<file path="config.mk">
export PLATFORM = sky130hd
export DESIGN_NAME = fpu_top
export DESIGN_NICKNAME = d
export VERILOG_FILES = /design/src/logic/fpu_fmt_pkg.sv /design/src/logic/fpu_op_pkg.sv /design/src/logic/fpu_req_if.sv /design/src/logic/fpu_compare.sv /design/src/logic/fpu_cvt_unit.sv /design/src/logic/fpu_issue_ctrl.sv /design/src/logic/fpu_sign_class.sv /design/src/logic/fpu_top.sv
export VERILOG_INCLUDE_DIRS = /design/src /design/src/logic
export SDC_FILE = /design/constraint.sdc
export NUM_CORES = 1
export LEC_CHECK = 0
export BUFFER_PORTS_ARGS = -buffer_cell sky130_fd_sc_hd__buf_2
export CAP_MARGIN = 20
export CORE_UTILIZATION = 50
export DETAILED_ROUTE_END_ITERATION = 10
export GPL_TIMING_DRIVEN = 0
export PLACE_DENSITY = 0.75
export RECOVER_POWER = 50
export SLEW_MARGIN = 15
export SYNTH_ARGS = -nofsm -noshare
export SYNTH_HDL_FRONTEND = slang
export SYNTH_HIERARCHICAL = 1
export SYNTH_SLANG_ARGS = --single-unit
export TNS_END_PERCENT = 30
</file>
<file path="constraint.sdc">
create_clock -name g_clk -period 4.7 [get_ports g_clk]
set_input_delay 0.235 -clock g_clk [delete_from_list [all_inputs] [get_ports g_clk]]
set_output_delay 0.235 -clock g_clk [all_outputs]
set_load 0.05 [all_outputs]
</file>
<file path="src/logic/fpu_macros.svh">
`ifndef FPU_MACROS_SVH
`define FPU_MACROS_SVH

// operand and result width
`define FPU_XLEN 32

// single precision exponent bias
`define FPU_EXP_BIAS 127

// quiet nan for invalid or unsupported results
`define FPU_CANON_NAN 32'h7fc0_0000

// worst case cycles from conversion accept to result
`define FPU_CVT_MAX_CYC 36

`endif

</file>
<file path="src/logic/fpu_fmt_pkg.sv">
`default_nettype none

package fpu_fmt_pkg;

  // ieee 754 single precision layout
  typedef struct packed {
    logic       sign;
    logic [7:0] exp;
    logic [22:0] man;   // fraction, hidden bit not stored
  } sp_float_t;

  // one operand word, float view or raw integer view
  typedef union packed {
    sp_float_t   f;
    logic [31:0] i;
  } fpu_word_u;

  // fclass result bit positions, lsb first
  typedef enum logic [3:0] {
    cls_neg_inf  = 4'd0,
    cls_neg_norm = 4'd1,
    cls_neg_sub  = 4'd2,
    cls_neg_zero = 4'd3,
    cls_pos_zero = 4'd4,
    cls_pos_sub  = 4'd5,
    cls_pos_norm = 4'd6,
    cls_pos_inf  = 4'd7,
    cls_snan     = 4'd8,
    cls_qnan     = 4'd9
  } fclass_bit_e;

endpackage

`default_nettype wire

</file>
<file path="src/logic/fpu_op_pkg.sv">
`default_nettype none

package fpu_op_pkg;

  // select codes as issued by the decoder
  typedef enum logic [4:0] {
    fsgnj    = 5'b00101,
    fsgnjn   = 5'b00110,
    fsgnjx   = 5'b00111,
    fmax     = 5'b01000,
    fmin     = 5'b01001,
    feq      = 5'b01010,
    flt      = 5'b01011,
    fle      = 5'b01100,
    fmv_x_w  = 5'b01101,
    fclass   = 5'b01110,
    fmv_w_x  = 5'b01111,
    cvt_s_w  = 5'b10100,   // int to float
    cvt_s_wu = 5'b10101,
    cvt_w_s  = 5'b10110,   // float to int
    cvt_wu_s = 5'b10111
  } fpu_op_e;

  // execution unit that owns an op
  typedef enum logic [1:0] {
    unit_sgn  = 2'd0,
    unit_cmp  = 2'd1,
    unit_cvt  = 2'd2,
    unit_none = 2'd3
  } fpu_unit_e;

endpackage

`default_nettype wire

</file>
<file path="src/logic/fpu_req_if.sv">
`timescale 1ns/100ps
`default_nettype none

// latched request, issue control to the units
interface fpu_req_if;
  import fpu_op_pkg::*;
  import fpu_fmt_pkg::*;

  logic      start;   // one cycle pulse, conversions only
  fpu_op_e   op;
  fpu_word_u a;
  fpu_word_u b;

  modport issue (output start, op, a, b);
  modport unit  (input  start, op, a, b);

endinterface

`default_nettype wire

</file>
<file path="src/logic/fpu_compare.sv">
`timescale 1ns/100ps
`default_nettype none
`include "fpu_macros.svh"

module fpu_compare (
  fpu_req_if.unit              req,
  output logic [`FPU_XLEN-1:0] result
);
  import fpu_op_pkg::*;
  import fpu_fmt_pkg::*;

  sp_float_t fa, fb;
  logic a_nan, b_nan;
  logic both_zero;          // +0 and -0 compare equal
  logic mag_lt, mag_eq;
  logic ord_lt;             // total order, -0 below +0
  logic lt, eq;

  assign fa = req.a.f;
  assign fb = req.b.f;

  assign a_nan     = (fa.exp == 8'hff) && (fa.man != '0);
  assign b_nan     = (fb.exp == 8'hff) && (fb.man != '0);
  assign both_zero = ({fa.exp, fa.man} == '0) && ({fb.exp, fb.man} == '0);

  // exponent then mantissa
  assign mag_lt = {fa.exp, fa.man} < {fb.exp, fb.man};
  assign mag_eq = {fa.exp, fa.man} == {fb.exp, fb.man};

  assign ord_lt = (fa.sign != fb.sign) ? fa.sign
                : (fa.sign ? (~mag_lt & ~mag_eq) : mag_lt);   // negatives reversed
  assign lt     = ord_lt & ~both_zero;
  assign eq     = (req.a.i == req.b.i) | both_zero;

  always_comb begin
    case (req.op)
      feq: result = {31'd0, ~a_nan & ~b_nan & eq};
      flt: result = {31'd0, ~a_nan & ~b_nan & lt};
      fle: result = {31'd0, ~a_nan & ~b_nan & (lt | eq)};
      fmin, fmax: begin
        if (a_nan && b_nan)
          result = `FPU_CANON_NAN;
        else if (a_nan)
          result = req.b.i;   // take the number
        else if (b_nan)
          result = req.a.i;
        else if (ord_lt ^ (req.op == fmax))
          result = req.a.i;
        else
          result = req.b.i;
      end
      default: result = '0;
    endcase
  end

endmodule

`default_nettype wire

</file>
<file path="src/logic/fpu_cvt_unit.sv">
`timescale 1ns/100ps
`default_nettype none
`include "fpu_macros.svh"

module fpu_cvt_unit (
  input  logic                 g_clk,
  input  logic                 g_rst,
  fpu_req_if.unit              req,
  output logic [`FPU_XLEN-1:0] result,
  output logic                 done
);
  import fpu_op_pkg::*;

  typedef enum logic [1:0] {st_idle, st_setup, st_shift, st_pack} cvt_state_e;

  cvt_state_e state_q;
  logic       is_f2i, is_uns;
  logic       i_neg;                  // negative signed integer input
  logic [31:0] i_mag;
  logic signed [9:0] ue;              // unbiased exponent
  logic       fix_now;                // result known without shifting
  logic [31:0] fix_word;
  logic       shift_done;
  logic [31:0] acc_q;                 // magnitude being shifted
  logic [7:0] exp_q;                  // int to float exponent
  logic signed [5:0] sh_q;            // float to int shifts left to go
  logic       neg_q;
  logic       fixed_q;

  assign is_f2i = (req.op == cvt_w_s) || (req.op == cvt_wu_s);
  assign is_uns = (req.op == cvt_s_wu) || (req.op == cvt_wu_s);
  assign i_neg  = ~is_uns & req.a.i[31];
  assign i_mag  = i_neg ? -req.a.i : req.a.i;
  assign ue     = $signed({2'b00, req.a.f.exp}) - $signed(10'(`FPU_EXP_BIAS));

  ////////////////////
  // special cases, rtz
  always_comb begin
    fix_now  = 1'b1;
    fix_word = '0;
    if (!is_f2i)
      fix_now = (req.a.i == '0);   // zero packs as +0 at once
    else if (req.a.f.exp == 8'hff && req.a.f.man != '0)
      fix_word = is_uns ? 32'hffff_ffff : 32'h7fff_ffff;   // nan
    else if (ue < 10'sd0)
      fix_word = '0;               // |x| < 1, -0.x included
    else if (is_uns && req.a.f.sign)
      fix_word = '0;
    else if (is_uns && ue > 10'sd31)
      fix_word = 32'hffff_ffff;
    else if (!is_uns && ue > 10'sd30)
      fix_word = req.a.f.sign ? 32'h8000_0000 : 32'h7fff_ffff;
    else
      fix_now = 1'b0;
  end

  assign shift_done = is_f2i ? (sh_q == 6'sd0) : acc_q[31];

  always_ff @(posedge g_clk) begin
    if (g_rst) begin
      state_q <= st_idle;
    end else begin
      case (state_q)
        st_idle:  if (req.start) state_q <= st_setup;
        st_setup: state_q <= fix_now ? st_pack : st_shift;
        st_shift: if (shift_done) state_q <= st_pack;
        default:  state_q <= st_idle;   // pack lasts one cycle
      endcase
    end
  end

  ////////////////////
  // datapath
  always_ff @(posedge g_clk) begin
    case (state_q)
      st_setup: begin
        fixed_q <= fix_now;
        neg_q   <= is_f2i ? req.a.f.sign : i_neg;
        exp_q   <= 8'(`FPU_EXP_BIAS + 31);   // msb at bit 31
        sh_q    <= 6'(ue - 10'sd23);
        if (fix_now)
          acc_q <= fix_word;
        else if (is_f2i)
          acc_q <= {8'h00, 1'b1, req.a.f.man};   // hidden bit restored
        else
          acc_q <= i_mag;
      end
      st_shift: begin
        if (!is_f2i) begin
          if (!acc_q[31]) begin   // normalize
            acc_q <= acc_q << 1;
            exp_q <= exp_q - 8'd1;
          end
        end else if (sh_q > 6'sd0) begin
          acc_q <= acc_q << 1;
          sh_q  <= sh_q - 6'sd1;
        end else if (sh_q < 6'sd0) begin
          acc_q <= acc_q >> 1;   // dropped bits truncate
          sh_q  <= sh_q + 6'sd1;
        end
      end
      default: ;
    endcase
  end

  always_comb begin
    if (fixed_q)
      result = acc_q;
    else if (!is_f2i)
      result = {neg_q, exp_q, acc_q[30:8]};   // mantissa truncated
    else
      result = neg_q ? -acc_q : acc_q;
  end

  assign done = (state_q == st_pack);

endmodule

`default_nettype wire

</file>
<file path="src/logic/fpu_issue_ctrl.sv">
`timescale 1ns/100ps
`default_nettype none
`include "fpu_macros.svh"

module fpu_issue_ctrl (
  input  logic                 g_clk,
  input  logic                 g_rst,
  input  logic                 op_valid,
  input  logic [4:0]           op_sel,
  input  logic [`FPU_XLEN-1:0] op_a,
  input  logic [`FPU_XLEN-1:0] op_b,
  fpu_req_if.issue             req,
  input  logic [`FPU_XLEN-1:0] cvt_result,
  input  logic                 cvt_done,
  input  logic [`FPU_XLEN-1:0] cmp_result,
  input  logic [`FPU_XLEN-1:0] sgn_result,
  output logic                 busy,
  output logic                 res_valid,
  output logic [`FPU_XLEN-1:0] res
);
  import fpu_op_pkg::*;

  logic      accept;
  fpu_unit_e new_unit;   // unit of the incoming op
  fpu_unit_e unit_q;     // unit of the latched op
  logic      pend_q;     // single cycle result waiting to be registered
  logic [`FPU_XLEN-1:0] comb_sel;

  assign accept = op_valid & ~busy;

  ////////////////////
  // op decode
  always_comb begin
    case (fpu_op_e'(op_sel))
      fsgnj, fsgnjn, fsgnjx, fmv_x_w, fclass, fmv_w_x:
        new_unit = unit_sgn;
      fmax, fmin, feq, flt, fle:
        new_unit = unit_cmp;
      cvt_s_w, cvt_s_wu, cvt_w_s, cvt_wu_s:
        new_unit = unit_cvt;
      default:
        new_unit = unit_none;   // unsupported code
    endcase
  end

  // operands held until the next accept
  always_ff @(posedge g_clk) begin
    if (accept) begin
      req.op  <= fpu_op_e'(op_sel);
      req.a.i <= op_a;
      req.b.i <= op_b;
      unit_q  <= new_unit;
    end
  end

  // pick the combinational unit output
  always_comb begin
    case (unit_q)
      unit_sgn: comb_sel = sgn_result;
      unit_cmp: comb_sel = cmp_result;
      default:  comb_sel = `FPU_CANON_NAN;
    endcase
  end

  ////////////////////
  // stall and result register
  always_ff @(posedge g_clk) begin
    if (g_rst) begin
      busy      <= 1'b0;
      res_valid <= 1'b0;
      res       <= '0;
      pend_q    <= 1'b0;
      req.start <= 1'b0;
    end else begin
      res_valid <= 1'b0;
      req.start <= accept && (new_unit == unit_cvt);
      pend_q    <= accept && (new_unit != unit_cvt);
      if (pend_q) begin   // one cycle after accept
        res       <= comb_sel;
        res_valid <= 1'b1;
      end
      if (accept && (new_unit == unit_cvt))
        busy <= 1'b1;   // stall until converter done
      if (cvt_done) begin
        busy      <= 1'b0;
        res       <= cvt_result;
        res_valid <= 1'b1;
      end
    end
  end

endmodule

`default_nettype wire

</file>
<file path="src/logic/fpu_sign_class.sv">
`timescale 1ns/100ps
`default_nettype none
`include "fpu_macros.svh"

module fpu_sign_class (
  fpu_req_if.unit              req,
  output logic [`FPU_XLEN-1:0] result
);
  import fpu_op_pkg::*;
  import fpu_fmt_pkg::*;

  sp_float_t   fa;
  fclass_bit_e cls;

  assign fa = req.a.f;

  ////////////////////
  // fclass
  always_comb begin
    if (fa.exp == 8'hff) begin
      if (fa.man == '0)
        cls = fa.sign ? cls_neg_inf : cls_pos_inf;
      else if (fa.man[22])
        cls = cls_qnan;   // quiet bit set
      else
        cls = cls_snan;
    end else if (fa.exp == 8'h00) begin
      if (fa.man == '0)
        cls = fa.sign ? cls_neg_zero : cls_pos_zero;
      else
        cls = fa.sign ? cls_neg_sub : cls_pos_sub;
    end else begin
      cls = fa.sign ? cls_neg_norm : cls_pos_norm;
    end
  end

  always_comb begin
    case (req.op)
      fsgnj:   result = {req.b.f.sign, req.a.i[30:0]};
      fsgnjn:  result = {~req.b.f.sign, req.a.i[30:0]};
      fsgnjx:  result = {fa.sign ^ req.b.f.sign, req.a.i[30:0]};
      fmv_x_w,
      fmv_w_x: result = req.a.i;   // raw bits
      fclass:  result = 32'd1 << cls;
      default: result = '0;
    endcase
  end

endmodule

`default_nettype wire

</file>
<file path="src/logic/fpu_top.sv">
`timescale 1ns/100ps
`default_nettype none
`include "fpu_macros.svh"

module fpu_top (
  input  logic                 g_clk,
  input  logic                 g_rst,
  input  logic                 op_valid,
  input  logic [4:0]           op_sel,
  input  logic [`FPU_XLEN-1:0] op_a,
  input  logic [`FPU_XLEN-1:0] op_b,
  output logic                 busy,        // stall, conversion in progress
  output logic                 res_valid,
  output logic [`FPU_XLEN-1:0] res
);

  logic [`FPU_XLEN-1:0] cvt_result;
  logic                 cvt_done;
  logic [`FPU_XLEN-1:0] cmp_result;
  logic [`FPU_XLEN-1:0] sgn_result;

  fpu_req_if req_if ();

  fpu_issue_ctrl fpu_issue_ctrl_i (
    .g_clk      (g_clk),
    .g_rst      (g_rst),
    .op_valid   (op_valid),
    .op_sel     (op_sel),
    .op_a       (op_a),
    .op_b       (op_b),
    .req        (req_if.issue),
    .cvt_result (cvt_result),
    .cvt_done   (cvt_done),
    .cmp_result (cmp_result),
    .sgn_result (sgn_result),
    .busy       (busy),
    .res_valid  (res_valid),
    .res        (res)
  );

  // multicycle
  fpu_cvt_unit fpu_cvt_unit_i (
    .g_clk  (g_clk),
    .g_rst  (g_rst),
    .req    (req_if.unit),
    .result (cvt_result),
    .done   (cvt_done)
  );

  // single cycle units
  fpu_compare fpu_compare_i (
    .req    (req_if.unit),
    .result (cmp_result)
  );

  fpu_sign_class fpu_sign_class_i (
    .req    (req_if.unit),
    .result (sgn_result)
  );

endmodule

`default_nettype wire

</file>
==> flow_metrics.tcl <==
set metrics [dict create \
    syn_to_final_growth_pct 17.1 \
    nets 1626 \
    first_pass_iters 5 \
    drc 0 \
    post-synth-top-area-fraction_pct 28.5 \
    dieArea_um2 25700 \
    timing.final.ws_setup_ns 0.723 \
    layout-drive-gt1-share_pct 18.3 \
    multi_input_area_um2 7430 \
    synth_flop_cell "edfxtp_1" \
    reg2reg_setup_slack_ns 0.72 \
    status "finished with violations" \
    seq_area_um2 4330 \
    peakVddDrop_uv 219 \
    final_util_pct 60.0 \
    postRouteAntennaNets 0 \
    fin_crit_ns 3.98 \
    p_leak_uw 0.00538 \
    post_cts_resized 0 \
    avgSynthCellArea_um2 9.58 \
    rows 57 \
    path_max_fanout 10 \
    hold_violations 0 \
    finalSetupViolations 0 \
    gp_congestion 0.987 \
    grt_pass1_vias 11600 \
    maxCapViolCount 2 \
    start_util_pct 51.3 \
    synth_fp_nets 1434 \
    synth-edff-count 119 \
    core-area_um2 24500 \
    hold_class "input pin to flip-flop" \
    seq_area_frac_synth_pct 34.5 \
    slew_headroom_pct -3.21 \
    htree_levels 4 \
    netlist_instances 1310 \
    cts_root_buffer "clkbuf_16" \
    yosysMostFrequentCell "edfxtp_1" \
    async_flop_share_pct 0 \
    timing.rr.end "fpu_issue_ctrl_i/res[0]$_SDFFE_PP0P_" \
    clk_path_buf_depth 2 \
    nFillCells 2073 \
    timing.fmax_ghz 0.251 \
    worstRegToRegCells 13 \
    cp_data_arrival_time_ns 4.28 \
    grt.total_usage_pct 32.3 \
    pre_cts_ws_ns 0.856 \
    hpwl_mm 30.0 \
    post-synth-top-area-cell "edfxtp_1" \
    critPathKind "flip-flop to flip-flop" \
    violations "capacitance limit, slew limit" \
    die_x_um 160 \
    holdWs_ns 0.0555 \
    synth-seq-cells 157 \
    synth.area.top_cells "edfxtp_1 (28%), dfxtp_1 (6.1%), ha_1 (5.1%)" \
    cp-endpoint "fpu_issue_ctrl_i/res[0]$_SDFFE_PP0P_" \
    gr-total-overflow 0 \
    antenna_found_initial 0 \
    required_ns 5.00 \
    cts_tree "done" \
    num_antenna_cells 0 \
    pin_count 106 \
    worstPathCellList "ha_1 -> nand4_1 -> nor3_1 -> and3_4 -> nand2b_2 -> o221ai_4 -> a41o_1 -> buf_2 -> o211ai_2 -> o311ai_1 -> mux2_2 -> a221oi_1 -> nor3_1" \
    grt_pass1_wl_mm 64.5 \
    finalClockSkew_ns 0.0114 \
    cts.clk_slew.worst_paths_ns 0.07 \
    power.density_nw_per_um2 310 \
    dr_total_vias 12000 \
    synth_common_cells "edfxtp_1 (119), a21oi_1 (88), nand2_1 (84)" \
    numClockSinks 157 \
    cts_buffers 17 \
    grt_max_degree 34 \
    period_share_pct 84.6 \
    startpoint "fpu_issue_ctrl_i/req.a[13]$_DFFE_PP_" \
    crit_slowest_cell "edfxtp_1" \
    slew_viol_final 44 \
    slowest_delay_ns 0.62 \
    port_buffers 105 \
    synth_cell_types 109 \
    clock_latency_ns 0.44 \
    die_height_um 160 \
    reg2reg_from "fpu_issue_ctrl_i/req.a[13]$_DFFE_PP_" \
    worstMarginPinSlew_ns 1.55 \
    crit_path_frequent_cell "nor3_1" \
    totalWireLength_mm 41.5 \
    synth_warnings 6 \
    cp-start-kind "flip-flop" \
    avgViaCountPerCell 6.52 \
    drtIter0Drc 1241 \
    rsz0062_at_grt "no" \
    wl_per_cell_um 22.6 \
    synth_area_um2 12500 \
    end_kind "flip-flop" \
]
-- worst max-delay path: cells and delay by family, from the launching register on --
kind | cells | cell delay (ns)
buffers and inverters | 1 | 0.20
DFF | 1 | 0.62
and+or+nand+nor | 5 | 1.14
muxes | 1 | 0.36
AOI/OAI and AO/OA | 5 | 1.11
adders and majority gates | 1 | 0.42
-- timing repair --
action	in CTS	in global routing
hold endpoints to repair	66	0
hold buffers	66	0
setup buffers	0	0
-- routing by layer --
layer,up-vias,wire length [um],GRT usage [%]
met1,5683,16300,40.8
met2,736,19500,53.1
met5,-,0,0
li1,5423,-,-
met4,0,1950,17.1
met3,142,3770,5.27
-- layout make-up --
type	instances	area share, %
inverter	65	1.66
clock inverter	14	1.05
clock buffer	18	2.99
tap	324	2.76
multi-input combinational	1004	50.6
sequential	157	29.5
buffer	84	3.65
timing repair buffer	173	7.79
-- metrics by stage --
stage / std cells / power [uW] / TNS, ns / cell area (um2)
floorplan: 1310 / 2690 / 0 / 12500
global placement: 1739 / 3040 / -63.30 / 13500
detailed placement: 1741 / 3070 / 0 / 13500
CTS: 1839 / 4530 / 0 / 14800
global route: 1839 / 4730 / 0 / 14700
finish: 1839 / 4550 / 0 / 14700
-- registers in the layout, summed over array words and instances, names as in the netlist --
register,cells
fpu_cvt_unit_i/acc_q,32
fpu_issue_ctrl_i/req.a,32
fpu_issue_ctrl_i/req.b,32
fpu_issue_ctrl_i/res,32
fpu_cvt_unit_i/exp_q,8
fpu_cvt_unit_i/sh_q,6
fpu_issue_ctrl_i/req.op,5
fpu_cvt_unit_i/state_q,2
fpu_issue_ctrl_i/unit_q,2
fpu_cvt_unit_i/fixed_q,1
fpu_cvt_unit_i/neg_q,1
fpu_issue_ctrl_i/busy,1
fpu_issue_ctrl_i/pend_q,1
fpu_issue_ctrl_i/req.start,1
fpu_issue_ctrl_i/res_valid,1
-- placed cells by master, fill, tap and decap left out, types with 37 or more instances in the layout --
cell | netlist | final
dfxtp_1 | 38 | 38
edfxtp_1 | 119 | 119
a21oi_1 | 88 | 88
ha_1 | 51 | 51
clkbuf_1 | 38 | 82
nand2_1 | 84 | 84
xnor2_1 | 37 | 37
inv_1 | 63 | 63
buf_2 | 12 | 74
nor2_1 | 61 | 61
o21ai_0 | 58 | 58
dlygate4sd3_1 | 0 | 66
nor3_1 | 48 | 48
-- power breakdown --
| group | leakage (uW) | switching, uW | internal, uW |
|---|---|---|---|
| clock | 0.000294 | 622 | 809 |
| combinational | 0.00367 | 722 | 476 |
| sequential | 0.00142 | 238 | 1690 |
-- cell families after synthesis --
| kind of cell | Yosys count | share of synthesized area [%] |
|---|---|---|
| DFF | 157 | 34.5 |
| buffers and inverters | 149 | 6.23 |
| AOI/OAI and AO/OA | 437 | 26.5 |
| muxes | 37 | 3.82 |
| and+or+nand+nor | 431 | 20.4 |
| adders and majority gates | 52 | 5.24 |
| xor gates and xnor gates | 47 | 3.28 |
-- how the worst min path moves through the flow --
stage	from	endpoint	slack, ns	cells after the start
global placement	op_b[30]	fpu_issue_ctrl_i/req.b[30]$_DFFE_PP_	0.41	1
floorplan	g_rst	fpu_cvt_unit_i/state_q[1]$_SDFFE_PP0P_	0.31	1
finish	op_sel[0]	fpu_issue_ctrl_i/req.op[0]$_DFFE_PP_	0.06	1
global route	op_sel[0]	fpu_issue_ctrl_i/req.op[0]$_DFFE_PP_	0.06	1
CTS	op_sel[2]	fpu_issue_ctrl_i/req.op[2]$_DFFE_PP_	0.01	1
detailed placement	op_b[22]	fpu_issue_ctrl_i/req.b[22]$_DFFE_PP_	0.41	1
No activity file was read; power rests on OpenSTA's default activity.
